$ cat config.mk
export PLATFORM = sky130hd
export DESIGN_NAME = execute_stage
export DESIGN_NICKNAME = d
export VERILOG_FILES = /design/src/source/exec_pkg.sv /design/src/source/execute_stage.sv /design/src/source/exec_ctrl.sv /design/src/source/branch_unit.sv /design/src/source/shift_counter.sv /design/src/source/serial_shifter.sv /design/src/source/alu.sv /design/src/source/operand_select.sv
export SDC_FILE = /design/constraint.sdc
export NUM_CORES = 1
export LEC_CHECK = 0
export ABC_CLOCK_PERIOD_IN_PS = 3100
export BUFFER_PORTS_ARGS = -buffer_cell sky130_fd_sc_hd__buf_4
export CAP_MARGIN = 25
export CORE_UTILIZATION = 55
export CTS_BUF_LIST = sky130_fd_sc_hd__clkbuf_8
export DETAILED_ROUTE_END_ITERATION = 10
export PLACE_DENSITY = 0.8
export SYNTH_ARGS = -nofsm -noshare
export SYNTH_HDL_FRONTEND = slang
export SYNTH_HIERARCHICAL = 1
export SYNTH_SLANG_ARGS = --single-unit
$ cat constraint.sdc
create_clock -name clk -period 3.1 [get_ports clk]
set_clock_uncertainty 0.2 [all_clocks]
set_input_delay 0 -clock clk [delete_from_list [all_inputs] [get_ports clk]]
set_output_delay 0 -clock clk [all_outputs]
set_load 0.02 [all_outputs]
$ cat src/source/exec_pkg.sv
// Execute stage shared definitions
`default_nettype none

package exec_pkg;

    localparam int XLEN = 32;                   // Data path width

    typedef logic [XLEN-1:0] word_t;            // Operand, PC, immediate and result word
    typedef logic [4:0]      reg_idx_t;         // Register file index
    typedef logic [4:0]      shamt_t;           // Shift amount taken from op_b

    localparam word_t LINK_OFFSET = 32'd4;      // Added to PC for the return address

    // Operand classes as issued by decode
    typedef enum logic [2:0] {
        LOAD_STORE = 3'b000,
        BRANCH     = 3'b001,
        REG_IMM    = 3'b010,
        JAL        = 3'b011,
        LUI        = 3'b100,
        AUIPC      = 3'b101,
        JALR       = 3'b111
    } op_class_t;

    // Bit 3 follows instruction bit 30 and the low bits follow funct3
    typedef enum logic [3:0] {
        ADD  = 4'b0000,
        SUB  = 4'b1000,
        SLL  = 4'b0001,
        SLT  = 4'b0010,
        SLTU = 4'b0011,
        XOR  = 4'b0100,
        SRL  = 4'b0101,
        SRA  = 4'b1101,
        OR   = 4'b0110,
        AND  = 4'b0111
    } alu_op_t;

    // Branch conditions use the funct3 field directly
    typedef enum logic [2:0] {
        BEQ  = 3'b000,
        BNE  = 3'b001,
        BLT  = 3'b100,
        BGE  = 3'b101,
        BLTU = 3'b110,
        BGEU = 3'b111
    } branch_cond_t;

    typedef enum logic [1:0] {
        IDLE    = 2'd0,                         // Waiting for an issue pulse
        SHIFT   = 2'd1,                         // Serial shift in progress
        CAPTURE = 2'd2                          // Result registered and done raised
    } exec_state_t;

endpackage

`default_nettype wire
$ cat src/source/execute_stage.sv
// RV32I execute stage top level
`timescale 1ns/100ps
`default_nettype none

module execute_stage (
    input  logic                   clk,
    input  logic                   rst,
    input  logic                   issue,
    input  exec_pkg::op_class_t    op_class,
    input  exec_pkg::alu_op_t      alu_op,
    input  exec_pkg::branch_cond_t branch_cond,
    input  logic                   alu_src,
    input  exec_pkg::word_t        rs1_value,
    input  exec_pkg::word_t        rs2_value,
    input  exec_pkg::word_t        imm,
    input  exec_pkg::word_t        pc,
    input  exec_pkg::reg_idx_t     rd,
    input  logic                   mem_write_in,
    input  logic                   mem_read_in,
    input  logic                   reg_write_in,
    output logic                   busy,
    output logic                   done,
    output exec_pkg::word_t        result,
    output logic                   branch_taken,
    output exec_pkg::word_t        branch_target,
    output logic                   mem_write,
    output logic                   mem_read,
    output logic                   reg_write,
    output exec_pkg::reg_idx_t     reg_dest
);

    import exec_pkg::*;

    word_t op_a;
    word_t op_b;
    word_t shift_value;
    logic  load;                                // Shift start strobe
    logic  step;                                // One shifter step per cycle
    logic  capture;                             // Result and branch registers update
    logic  shift_sel;
    logic  zero_amount;
    logic  last_step;

    operand_select operand_select_inst (
        .op_class  (op_class),
        .alu_src   (alu_src),
        .rs1_value (rs1_value),
        .rs2_value (rs2_value),
        .imm       (imm),
        .pc        (pc),
        .op_a      (op_a),
        .op_b      (op_b)
    );

    alu alu_inst (
        .clk         (clk),
        .rst         (rst),
        .alu_op      (alu_op),
        .op_a        (op_a),
        .op_b        (op_b),
        .shift_value (shift_value),
        .shift_sel   (shift_sel),
        .capture     (capture),
        .result      (result)
    );

    serial_shifter serial_shifter_inst (
        .clk         (clk),
        .rst         (rst),
        .load        (load),
        .step        (step),
        .alu_op      (alu_op),
        .op_a        (op_a),
        .shift_value (shift_value)
    );

    // The amount is the low five bits of the second operand, register or immediate
    shift_counter shift_counter_inst (
        .clk         (clk),
        .rst         (rst),
        .load        (load),
        .step        (step),
        .amount      (op_b[4:0]),
        .zero_amount (zero_amount),
        .last_step   (last_step)
    );

    branch_unit branch_unit_inst (
        .clk           (clk),
        .rst           (rst),
        .capture       (capture),
        .op_class      (op_class),
        .branch_cond   (branch_cond),
        .rs1_value     (rs1_value),
        .rs2_value     (rs2_value),
        .imm           (imm),
        .pc            (pc),
        .branch_taken  (branch_taken),
        .branch_target (branch_target)
    );

    exec_ctrl exec_ctrl_inst (
        .clk          (clk),
        .rst          (rst),
        .issue        (issue),
        .alu_op       (alu_op),
        .zero_amount  (zero_amount),
        .last_step    (last_step),
        .rd           (rd),
        .mem_write_in (mem_write_in),
        .mem_read_in  (mem_read_in),
        .reg_write_in (reg_write_in),
        .load         (load),
        .step         (step),
        .capture      (capture),
        .shift_sel    (shift_sel),
        .busy         (busy),
        .done         (done),
        .reg_dest     (reg_dest),
        .mem_write    (mem_write),
        .mem_read     (mem_read),
        .reg_write    (reg_write)
    );

endmodule

`default_nettype wire

$ cat src/source/exec_ctrl.sv
// Execute stage controller
`timescale 1ns/100ps
`default_nettype none

module exec_ctrl (
    input  logic               clk,
    input  logic               rst,
    input  logic               issue,
    input  exec_pkg::alu_op_t  alu_op,
    input  logic               zero_amount,
    input  logic               last_step,
    input  exec_pkg::reg_idx_t rd,
    input  logic               mem_write_in,
    input  logic               mem_read_in,
    input  logic               reg_write_in,
    output logic               load,
    output logic               step,
    output logic               capture,
    output logic               shift_sel,
    output logic               busy,
    output logic               done,
    output exec_pkg::reg_idx_t reg_dest,
    output logic               mem_write,
    output logic               mem_read,
    output logic               reg_write
);

    import exec_pkg::*;

    exec_state_t state;
    exec_state_t next_state;
    logic        accept;                        // Issue seen while the stage is free
    logic        is_shift;

    assign accept   = (state == IDLE) && issue;
    assign is_shift = alu_op inside {SLL, SRL, SRA};
    assign busy     = (state != IDLE);
    assign done     = (state == CAPTURE);       // Single cycle since CAPTURE always leaves

    always_comb
    begin
        next_state = state;
        load       = 1'b0;
        step       = 1'b0;
        capture    = 1'b0;
        shift_sel  = 1'b0;
        case (state)
            IDLE:
            begin
                if (issue && is_shift && !zero_amount)
                begin
                    load       = 1'b1;          // Shifter and counter take their operands
                    next_state = SHIFT;
                end
                else if (issue)
                begin
                    capture    = 1'b1;          // Single-cycle result lands on the issue edge
                    next_state = CAPTURE;
                end
            end
            SHIFT:
            begin
                step = 1'b1;
                if (last_step)
                begin
                    capture    = 1'b1;          // Last step and capture share one edge
                    shift_sel  = 1'b1;
                    next_state = CAPTURE;
                end
            end
            CAPTURE:
                next_state = IDLE;
            default:
                next_state = IDLE;
        endcase
    end

    always_ff @(posedge clk or posedge rst)
    begin
        if (rst)
        begin
            state     <= IDLE;
            reg_dest  <= '0;
            mem_write <= 1'b0;
            mem_read  <= 1'b0;
            reg_write <= 1'b0;
        end
        else
        begin
            state <= next_state;
            // Issues while busy are dropped and leave these untouched
            if (accept)
            begin
                reg_dest  <= rd;
                mem_write <= mem_write_in;
                mem_read  <= mem_read_in;
                reg_write <= reg_write_in;
            end
        end
    end

    // A shift in progress needs the operation to stay a shift until its capture
    a_shift_op_held : assert property (
        @(posedge clk) disable iff (rst)
        (state == SHIFT) |-> is_shift
    ) else $error("exec_ctrl: operation left the shift class during a shift");

endmodule

`default_nettype wire

$ cat src/source/branch_unit.sv
// Branch and jump resolution
`timescale 1ns/100ps
`default_nettype none

module branch_unit (
    input  logic                   clk,
    input  logic                   rst,
    input  logic                   capture,
    input  exec_pkg::op_class_t    op_class,
    input  exec_pkg::branch_cond_t branch_cond,
    input  exec_pkg::word_t        rs1_value,
    input  exec_pkg::word_t        rs2_value,
    input  exec_pkg::word_t        imm,
    input  exec_pkg::word_t        pc,
    output logic                   branch_taken,
    output exec_pkg::word_t        branch_target
);

    import exec_pkg::*;

    logic  cond_true;                           // Outcome of the compare named by branch_cond
    logic  taken_next;
    word_t target_next;
    word_t jalr_sum;                            // Register-relative jump address before alignment

    assign jalr_sum = rs1_value + imm;

    always_comb
    begin
        case (branch_cond)
            BEQ:     cond_true = (rs1_value == rs2_value);
            BNE:     cond_true = (rs1_value != rs2_value);
            BLT:     cond_true = ($signed(rs1_value) < $signed(rs2_value));
            BGE:     cond_true = ($signed(rs1_value) >= $signed(rs2_value));
            BLTU:    cond_true = (rs1_value < rs2_value);
            BGEU:    cond_true = (rs1_value >= rs2_value);
            default: cond_true = 1'b0;
        endcase

        // Every class other than JALR targets pc plus imm, taken or not
        target_next = pc + imm;
        case (op_class)
            BRANCH:  taken_next = cond_true;
            JAL:     taken_next = 1'b1;
            JALR:
            begin
                taken_next  = 1'b1;
                target_next = {jalr_sum[XLEN-1:1], 1'b0};  // Bit 0 cleared
            end
            default: taken_next = 1'b0;
        endcase
    end

    always_ff @(posedge clk or posedge rst)
    begin
        if (rst)
        begin
            branch_taken  <= 1'b0;
            branch_target <= '0;
        end
        else if (capture)
        begin
            branch_taken  <= taken_next;
            branch_target <= target_next;
        end
    end

endmodule

`default_nettype wire

$ cat src/source/shift_counter.sv
// Shift step counter
`timescale 1ns/100ps
`default_nettype none

module shift_counter (
    input  logic             clk,
    input  logic             rst,
    input  logic             load,
    input  logic             step,
    input  exec_pkg::shamt_t amount,
    output logic             zero_amount,       // Issue-time test of the incoming amount
    output logic             last_step          // The pending step is the final one
);

    import exec_pkg::*;

    shamt_t count;                              // Steps still to be taken

    assign zero_amount = (amount == '0);
    assign last_step   = (count == shamt_t'(1));

    always_ff @(posedge clk or posedge rst)
    begin
        if (rst)
        begin
            count <= '0;
        end
        else if (load)
        begin
            count <= amount;
        end
        else if (step)
        begin
            count <= count - shamt_t'(1);
        end
    end

    // Stepping past zero would wrap and run 31 extra steps
    a_no_step_at_zero : assert property (
        @(posedge clk) disable iff (rst)
        step |-> (count != '0)
    ) else $error("shift_counter: step with no steps left");

endmodule

`default_nettype wire

$ cat src/source/serial_shifter.sv
// Bit-serial shifter
`timescale 1ns/100ps
`default_nettype none

module serial_shifter (
    input  logic              clk,
    input  logic              rst,
    input  logic              load,             // Start of a shift, takes op_a
    input  logic              step,             // Move the working word by one bit
    input  exec_pkg::alu_op_t alu_op,
    input  exec_pkg::word_t   op_a,
    output exec_pkg::word_t   shift_value
);

    import exec_pkg::*;

    word_t   work;                              // Word after the steps taken so far
    alu_op_t shift_op;                          // Direction kept from the load cycle

    // The output is one step ahead so the last step and the capture share an edge
    always_comb
    begin
        case (shift_op)
            SLL:     shift_value = {work[XLEN-2:0], 1'b0};
            SRL:     shift_value = {1'b0, work[XLEN-1:1]};
            SRA:     shift_value = {work[XLEN-1], work[XLEN-1:1]};  // Sign bit refills the top
            default: shift_value = work;
        endcase
    end

    always_ff @(posedge clk or posedge rst)
    begin
        if (rst)
        begin
            work     <= '0;
            shift_op <= SLL;
        end
        else if (load)
        begin
            work     <= op_a;
            shift_op <= alu_op;                 // Later steps no longer need alu_op held
        end
        else if (step)
        begin
            work <= shift_value;
        end
    end

    a_load_step_excl : assert property (
        @(posedge clk) disable iff (rst)
        !(load && step)
    ) else $error("serial_shifter: load and step in the same cycle");

endmodule

`default_nettype wire

$ cat src/source/alu.sv
// Single-cycle ALU with result register
`timescale 1ns/100ps
`default_nettype none

module alu (
    input  logic              clk,
    input  logic              rst,
    input  exec_pkg::alu_op_t alu_op,
    input  exec_pkg::word_t   op_a,
    input  exec_pkg::word_t   op_b,
    input  exec_pkg::word_t   shift_value,      // Final word from the serial shifter
    input  logic              shift_sel,        // Take shift_value instead of the local result
    input  logic              capture,
    output exec_pkg::word_t   result
);

    import exec_pkg::*;

    word_t alu_value;                           // Combinational result of this cycle

    always_comb
    begin
        case (alu_op)
            ADD:  alu_value = op_a + op_b;
            SUB:  alu_value = op_a - op_b;
            SLT:  alu_value = {{(XLEN-1){1'b0}}, $signed(op_a) < $signed(op_b)};
            SLTU: alu_value = {{(XLEN-1){1'b0}}, op_a < op_b};
            XOR:  alu_value = op_a ^ op_b;
            OR:   alu_value = op_a | op_b;
            AND:  alu_value = op_a & op_b;
            // A shift only reaches here with a zero amount, so the word is unchanged
            SLL, SRL, SRA:
                alu_value = op_a;
            default:
                alu_value = '0;
        endcase
    end

    always_ff @(posedge clk or posedge rst)
    begin
        if (rst)
        begin
            result <= '0;
        end
        else if (capture)
        begin
            result <= shift_sel ? shift_value : alu_value;  // Holds until the next capture
        end
    end

    // The controller only routes the shifter when the held operation is a shift
    a_shift_sel_op : assert property (
        @(posedge clk) disable iff (rst)
        (capture && shift_sel) |-> (alu_op inside {SLL, SRL, SRA})
    ) else $error("alu: shifter result captured for a non-shift operation");

endmodule

`default_nettype wire

$ cat src/source/operand_select.sv
// ALU operand selection
`timescale 1ns/100ps
`default_nettype none

module operand_select (
    input  exec_pkg::op_class_t op_class,
    input  logic                alu_src,        // High picks the immediate for REG_IMM
    input  exec_pkg::word_t     rs1_value,
    input  exec_pkg::word_t     rs2_value,
    input  exec_pkg::word_t     imm,
    input  exec_pkg::word_t     pc,
    output exec_pkg::word_t     op_a,
    output exec_pkg::word_t     op_b
);

    import exec_pkg::*;

    always_comb
    begin
        op_a = '0;
        op_b = '0;
        case (op_class)
            LOAD_STORE:
            begin
                op_a = rs1_value;               // Effective address is base plus offset
                op_b = imm;
            end
            BRANCH:
            begin
                op_a = rs1_value;
                op_b = rs2_value;
            end
            REG_IMM:
            begin
                op_a = rs1_value;
                op_b = alu_src ? imm : rs2_value;
            end
            LUI:
            begin
                op_a = '0;                      // Upper immediate goes straight to rd
                op_b = imm;
            end
            AUIPC:
            begin
                op_a = pc;
                op_b = imm;
            end
            // Both jumps write the return address, the target comes from branch_unit
            JAL, JALR:
            begin
                op_a = pc;
                op_b = LINK_OFFSET;
            end
            default:
            begin
                op_a = '0;                      // Unused class encoding
                op_b = '0;
            end
        endcase
    end

endmodule

`default_nettype wire

Yosys cells after proc, flatten, opt, wreduce, memory -nomap -nowiden
Cells that the tools add are included.
{ "word_totals": {"latchBits": 0, "memories": 0, "romBits": 0, "mem_bits_rw": 0, "register_bits": 116, "inputBits": 150} }
{ "op_classes": {"mux": 25, "bitwise_logic": 3, "div": 0, "n_eq_ne": 30, "mul": 0, "order_cmp": 6, "add_sub_neg": 5, "shifts": 0, "reduce_logical": 18} }
{ "op_table": {"columns": ["cell", "n"], "rows": [
  ["case mux 32 bit (8 select lines)", 1],
  ["two-way mux 32 bit", 5],
  ["< comparator 32 bit", 4],
  ["case mux 32 bit (4 select lines)", 1],
  ["adder 32 bit", 3],
  ["case mux 32 bit (3 select lines)", 1],
  [">= comparator 32 bit", 2],
  ["case mux 32 bit (2 select lines)", 1],
  ["AND 32 bit", 1],
  ["equality test 32 bit", 1],
  ["inequality test 32 bit", 1],
  ["OR 32 bit", 1],
  ["subtractor 32 bit", 1],
  ["XOR 32 bit", 1],
  ["equality test 3 bit, second input constant", 7],
  ["equality test 4 x 3 -> 1 bit, second input constant", 5],
  ["equality test 4 bit, second input constant", 3],
  ["OR reduction 3 bit", 4],
  ["two-way mux 5 bit", 2],
  ["equality test 4 x 1 -> 1 bit, second input constant", 2],
  ["equality test 4 x 2 -> 1 bit, second input constant", 2],
  ["two-way mux 1 bit", 7],
  ["equality test 3 x 1 -> 1 bit, second input constant", 2],
  ["equality test 3 x 2 -> 1 bit, second input constant", 2],
  ["other kinds (20)", 27]
]} }

Logic depth before layout (Yosys ltp)
{ "logic_depth": {"word_depth": 9, "mapped_depth": 18, "mapped_depth_nobuf": 16} }

Hierarchy
Netlist, hierarchy kept.
{ "by_module_without_submodules": {"columns": ["module", "cells_each", "n_inst", "area_per_inst_um2"], "rows": [
  ["alu", 973, 1, 6769.0],
  ["branch_unit", 706, 1, 5356.4],
  ["serial_shifter", 260, 1, 2347.3],
  ["operand_select", 198, 1, 1420.1],
  ["exec_ctrl", 36, 1, 456.7],
  ["shift_counter", 32, 1, 315.3]
]} }

Worst setup path after synthesis
No wires, ideal clock.
{ "synth_path": {"path_kind": "input port to flip-flop", "startpoint": "input port op_class[2]", "endpoint": "register alu_inst.result[17]", "slack_ns": -0.414, "arrival_time_ns": 3.188, "path_buffers": 2, "stages": 15, "required_time_ns": 2.774, "setup_ns": 0.126, "cell_sequence": "buf_6 or2_1 buf_2 o211ai_2 inv_1 ha_1 o21ba_1 or4_4 a211oi_4 o211ai_2 a22o_1 a221o_1 a21oi_1 nor2_1 a221o_1"} }
{ "synth_via": {"elab_chain_cells": 8, "elab_cells_between_ends": 25, "cone_classes": "add/sub (2); eq/ne (6); mux (6); bitwise (3); reduce/logical (8)"} }
{ "synth_rtl": {"columns": ["item", "line", "text"], "rows": [
  ["start: declaration", "execute_stage.sv:9", "input exec_pkg::op_class_t op_class,"],
  ["equality test 3 bit (tied with other cells)", "operand_select.sv:22", "case (op_class)"],
  ["OR reduction 3 bit (no line) / OR reduction 2 bit (equally long branches)", null, null],
  ["case mux 32 bit (4 select lines) *", "operand_select.sv:22", null],
  ["named net op_b[1]", "execute_stage.sv:35", "word_t op_b;"],
  ["parallel branches: the longest is 5 deep, another holds subtractor 32 bit", null, null],
  ["end signal: assignment", "alu.sv:47", "result <= shift_sel ? shift_value : alu_value;"],
  ["end: declaration", "alu.sv:14", "output exec_pkg::word_t result"]
]} }
Mark *: on every way through the listed nets, which the timed path passes.
A chain may end at the register's enable or synchronous reset.

Worst setup path after layout
{ "layout_path": {"startpoint": "input port pc[6]", "endpoint": "register branch_unit_inst.branch_target[21]"} }
{ "layout_via": {"elab_chain_cells": 2} }
{ "layout_rtl": {"columns": ["item", "line", "text"], "rows": [
  ["start: declaration", "execute_stage.sv:16", "input exec_pkg::word_t pc,"],
  ["adder 32 bit", "branch_unit.sv:41", "target_next = pc + imm;"],
  ["two-way mux 32 bit", "branch_unit.sv:42", "case (op_class)"],
  ["end signal: assignment", "branch_unit.sv:64", "branch_target <= target_next;"],
  ["end: declaration", "branch_unit.sv:16", "output exec_pkg::word_t branch_target"]
]} }
No other way between the ends.

==> metrics <==
WS Path Type=primary input to flip-flop; later-pin clock latency in the skew report=0.53 ns; vias in the first global route=20.3k; GP Congestion=1.01; Seq/Total Area, Yosys=0.174; Buffers on Ports=224; gr usage total=0.449; Clk network pwr share=0.118; Die Ht=176 um; Initial Utilization=0.561; Cell Chain, Critical Path=dlygate4sd3_1, buf_4, ha_1, a211o_1, o211ai_1, o211ai_2, o41ai_4, or3b_4, a221o_1, a211oi_1, nor3_1, a21oi_1, a21oi_1; Final WS setup=-0.0855 ns; Final Cell Area=0.0241 mm^2; Worst setup SP type=primary input; Reg2Reg Setup Slack=0.10 ns; library cells used by synthesis=103; Avg WL per Cell=22.1 um; sw frac=0.482; total leakage power=11.1 nW; Reg2Reg Depth=13; DRC Markers=0; final setup fails=4; slowest stage delay, CP=0.55 ns; first-pass GRT wire length=110000 um; worst setup path start=pc[6]; antenna viol nets, final=0; RSZ-0062 raised after global routing=true; max cap viols=0; worst-margin pin slew=0.623 ns; I/O pin count=225; Final Util=0.810; Post-synth EDFFs=0; crit end category=flip-flop; fin cells=3277; DR vias/cell=6.58; RR Startpoint=shift_counter_inst/count[1]; largest net degree at the start of global routing=42; maximum vdd drop=0.566 mV; Yosys reg bits=116; initial antenna violation count=1; placed cells=3087; GR Overflow Total=0; cell mode on critical path=a21oi_1; CTS tree=done; cells after synthesis=2205; Area Overhead vs Synth=44.4%; Tmin final=3.19 ns; crit path capture=branch_unit_inst/branch_target[21]; Worst Path Arrival=3.39 ns; Iteration-0 DRC Markers=2845; Rel. slew slack=0.580; Synth Flop Type=dfrtp_1; yosys warns=6; die width=176 um; CTS buffer count=17; core box area=0.0297 mm^2; fmax=314 MHz; Net Sw Power=6.37 mW; Clock Tree Root=clkbuf_8; Max Slew Vio Count=0; die area=0.0310 mm^2; num rows=63; status=complete, but fails checks; WL final=72500 um; syn_area_per_cell=7.56 um^2; clk sinks=116; via count=21.6k; Mapped Area=0.0167 mm^2; Final #Nets=3225; worst min-delay path class=primary input to flip-flop; r2r endpoint=alu_inst/result[30]; Internal Power=6.85 mW; Comb pwr share=0.661; violated checks=negative setup slack; final hold vios=0; period utilisation layout=1.03; CP Max Fanout=3; Synth Net Count=2557; Synth async-reset ratio=1.00; CTS HTree Levels=4; HPWL after DPL=52700 um; Pre-antenna DRT Iters=7; Power Density=549 mW/mm^2; Clk pin slew, worst setup/hold paths=0.10 ns; worst endpoint required time=3.30 ns; Slowest cell on crit path=dlygate4sd3_1; CTS max path bufs=2; sequential share of power=0.222; layout cells sized above 1=0.298; Area after DPL=0.0214 mm^2
## how the worst min path moves through the flow
stage                                               to  slack [ns]           from  cells past startpoint
floorplan                  shift_counter_inst/count[0]       -0.42            rst                      1
detailed placement         shift_counter_inst/count[3]       -0.24            rst                      2
CTS                 branch_unit_inst/branch_target[25]       0.001  rs1_value[25]                      5
finish              branch_unit_inst/branch_target[27]       0.003    op_class[0]                      5
global route        branch_unit_inst/branch_target[27]        0.01    op_class[0]                      5
global placement           shift_counter_inst/count[3]       -0.24            rst                      2
## timing repair
| item | in CTS | in global routing |
|---|---|---|
| resized for setup | 10 | 152 |
| pin swaps | 1 | 60 |
| hold buffers | 143 | 0 |
| buffers inserted | 0 | 17 |
| hold endpoints to repair | 208 | 0 |
| setup endpoints to repair | 8 | 47 |
## metrics by stage
stage	setup WS (ns)	total power, mW	hold WS (ns)	setup TNS [ns]
global route	-0.106	13.9	0.0138	-0.919
floorplan	-0.252	7.51	-0.421	-1.18
finish	-0.0855	13.2	0.00312	-0.201
detailed placement	-0.633	10.6	-0.239	-21.99
CTS	-0.0454	12.4	0.00133	-0.0454
global placement	-0.572	10.3	-0.243	-18.68
## cells by family after synthesis
logic type / share of synthesized area
AOI/OAI and AO/OA: 0.363
and+or+nand+nor: 0.176
buffers and inverters: 0.0848
adders and majority gates: 0.153
DFF: 0.174
xor gates and xnor gates: 0.0336
muxes: 0.0140
## synthesized netlist by cell type (43+ instances only)
cell | n | area, um^2
ha_1 | 198 | 2480
inv_1 | 197 | 739
nand2_1 | 196 | 736
a21oi_1 | 190 | 951
nor2_1 | 148 | 556
o21ai_0 | 125 | 626
dfrtp_1 | 115 | 2880
clkbuf_1 | 74 | 278
a22oi_1 | 68 | 510
a21o_1 | 47 | 353
nor2b_1 | 45 | 282
xnor2_1 | 43 | 377
## worst max-delay path, delay by kind of cell
| family | cells | cell delay (ns) |
|---|---|---|
| AO/OA/AOI/OAI | 8 | 1.86 |
| AND/OR/NAND/NOR | 2 | 0.52 |
| buffers and inverters | 2 | 0.70 |
| adder cells (fa/ha/maj) | 1 | 0.30 |
## layer usage
metal	wire (um)	track usage
met2	32000	0.707
met4	3470	0.191
met3	8430	0.0941
met5	0	0
met1	28700	0.591
## state kept, by name, indices dropped and copies added (netlist names)
register and count:
exec_ctrl_inst/state 2, exec_ctrl_inst/mem_write 1, exec_ctrl_inst/reg_write 1, shift_counter_inst/count 5
serial_shifter_inst/work 32, branch_unit_inst/branch_taken 1, exec_ctrl_inst/reg_dest 5, branch_unit_inst/branch_target 32
alu_inst/result 32, serial_shifter_inst/shift_op 4, exec_ctrl_inst/mem_read 1
## cells in the final DEF (no fill, tap or decap), types with 17 or more instances in the layout
master	n
buf_4	626
nand2_1	195
inv_1	187
ha_1	178
a21oi_1	166
nor2_1	144
dlygate4sd3_1	141
dfrtp_1	115
o21ai_0	113
a22oi_1	66
a21o_1	47
nor2b_1	45
xnor2_1	43
o221ai_1	39
o21ai_1	38
a22o_1	33
o2bb2ai_1	32
a32oi_1	29
o211ai_1	28
nand3_1	28
a31oi_1	27
a21oi_2	22
nor3b_1	22
o22ai_1	20
xor2_1	20
nand2b_1	19
nand4_1	19
clkbuf_8	18
a211oi_1	17
a221o_1	17
## power groups by stage
| stage | Clock, mW | Combinational, mW | Sequential [mW] |
|---|---|---|---|
| 2_1_floorplan | 0 | 4.28 | 3.23 |
| 3_3_place_gp | 0 | 7.50 | 2.83 |
| 6_report | 1.55 | 8.73 | 2.93 |
| 5_1_grt | 1.61 | 9.27 | 2.97 |
| 3_5_place_dp | 0 | 7.70 | 2.87 |
| 4_1_cts | 1.52 | 8.03 | 2.86 |
## cell type report
type	instances	area (um^2)
multi-input combinational	1751	13100
sequential	116	2900
tap	390	488
clock inverter	13	148
antenna	2	5.00
clock buffer	18	248
timing repair buffer	787	6380
fill	1943	5650
inverter	200	762
Power figures use the tool's default switching activity.
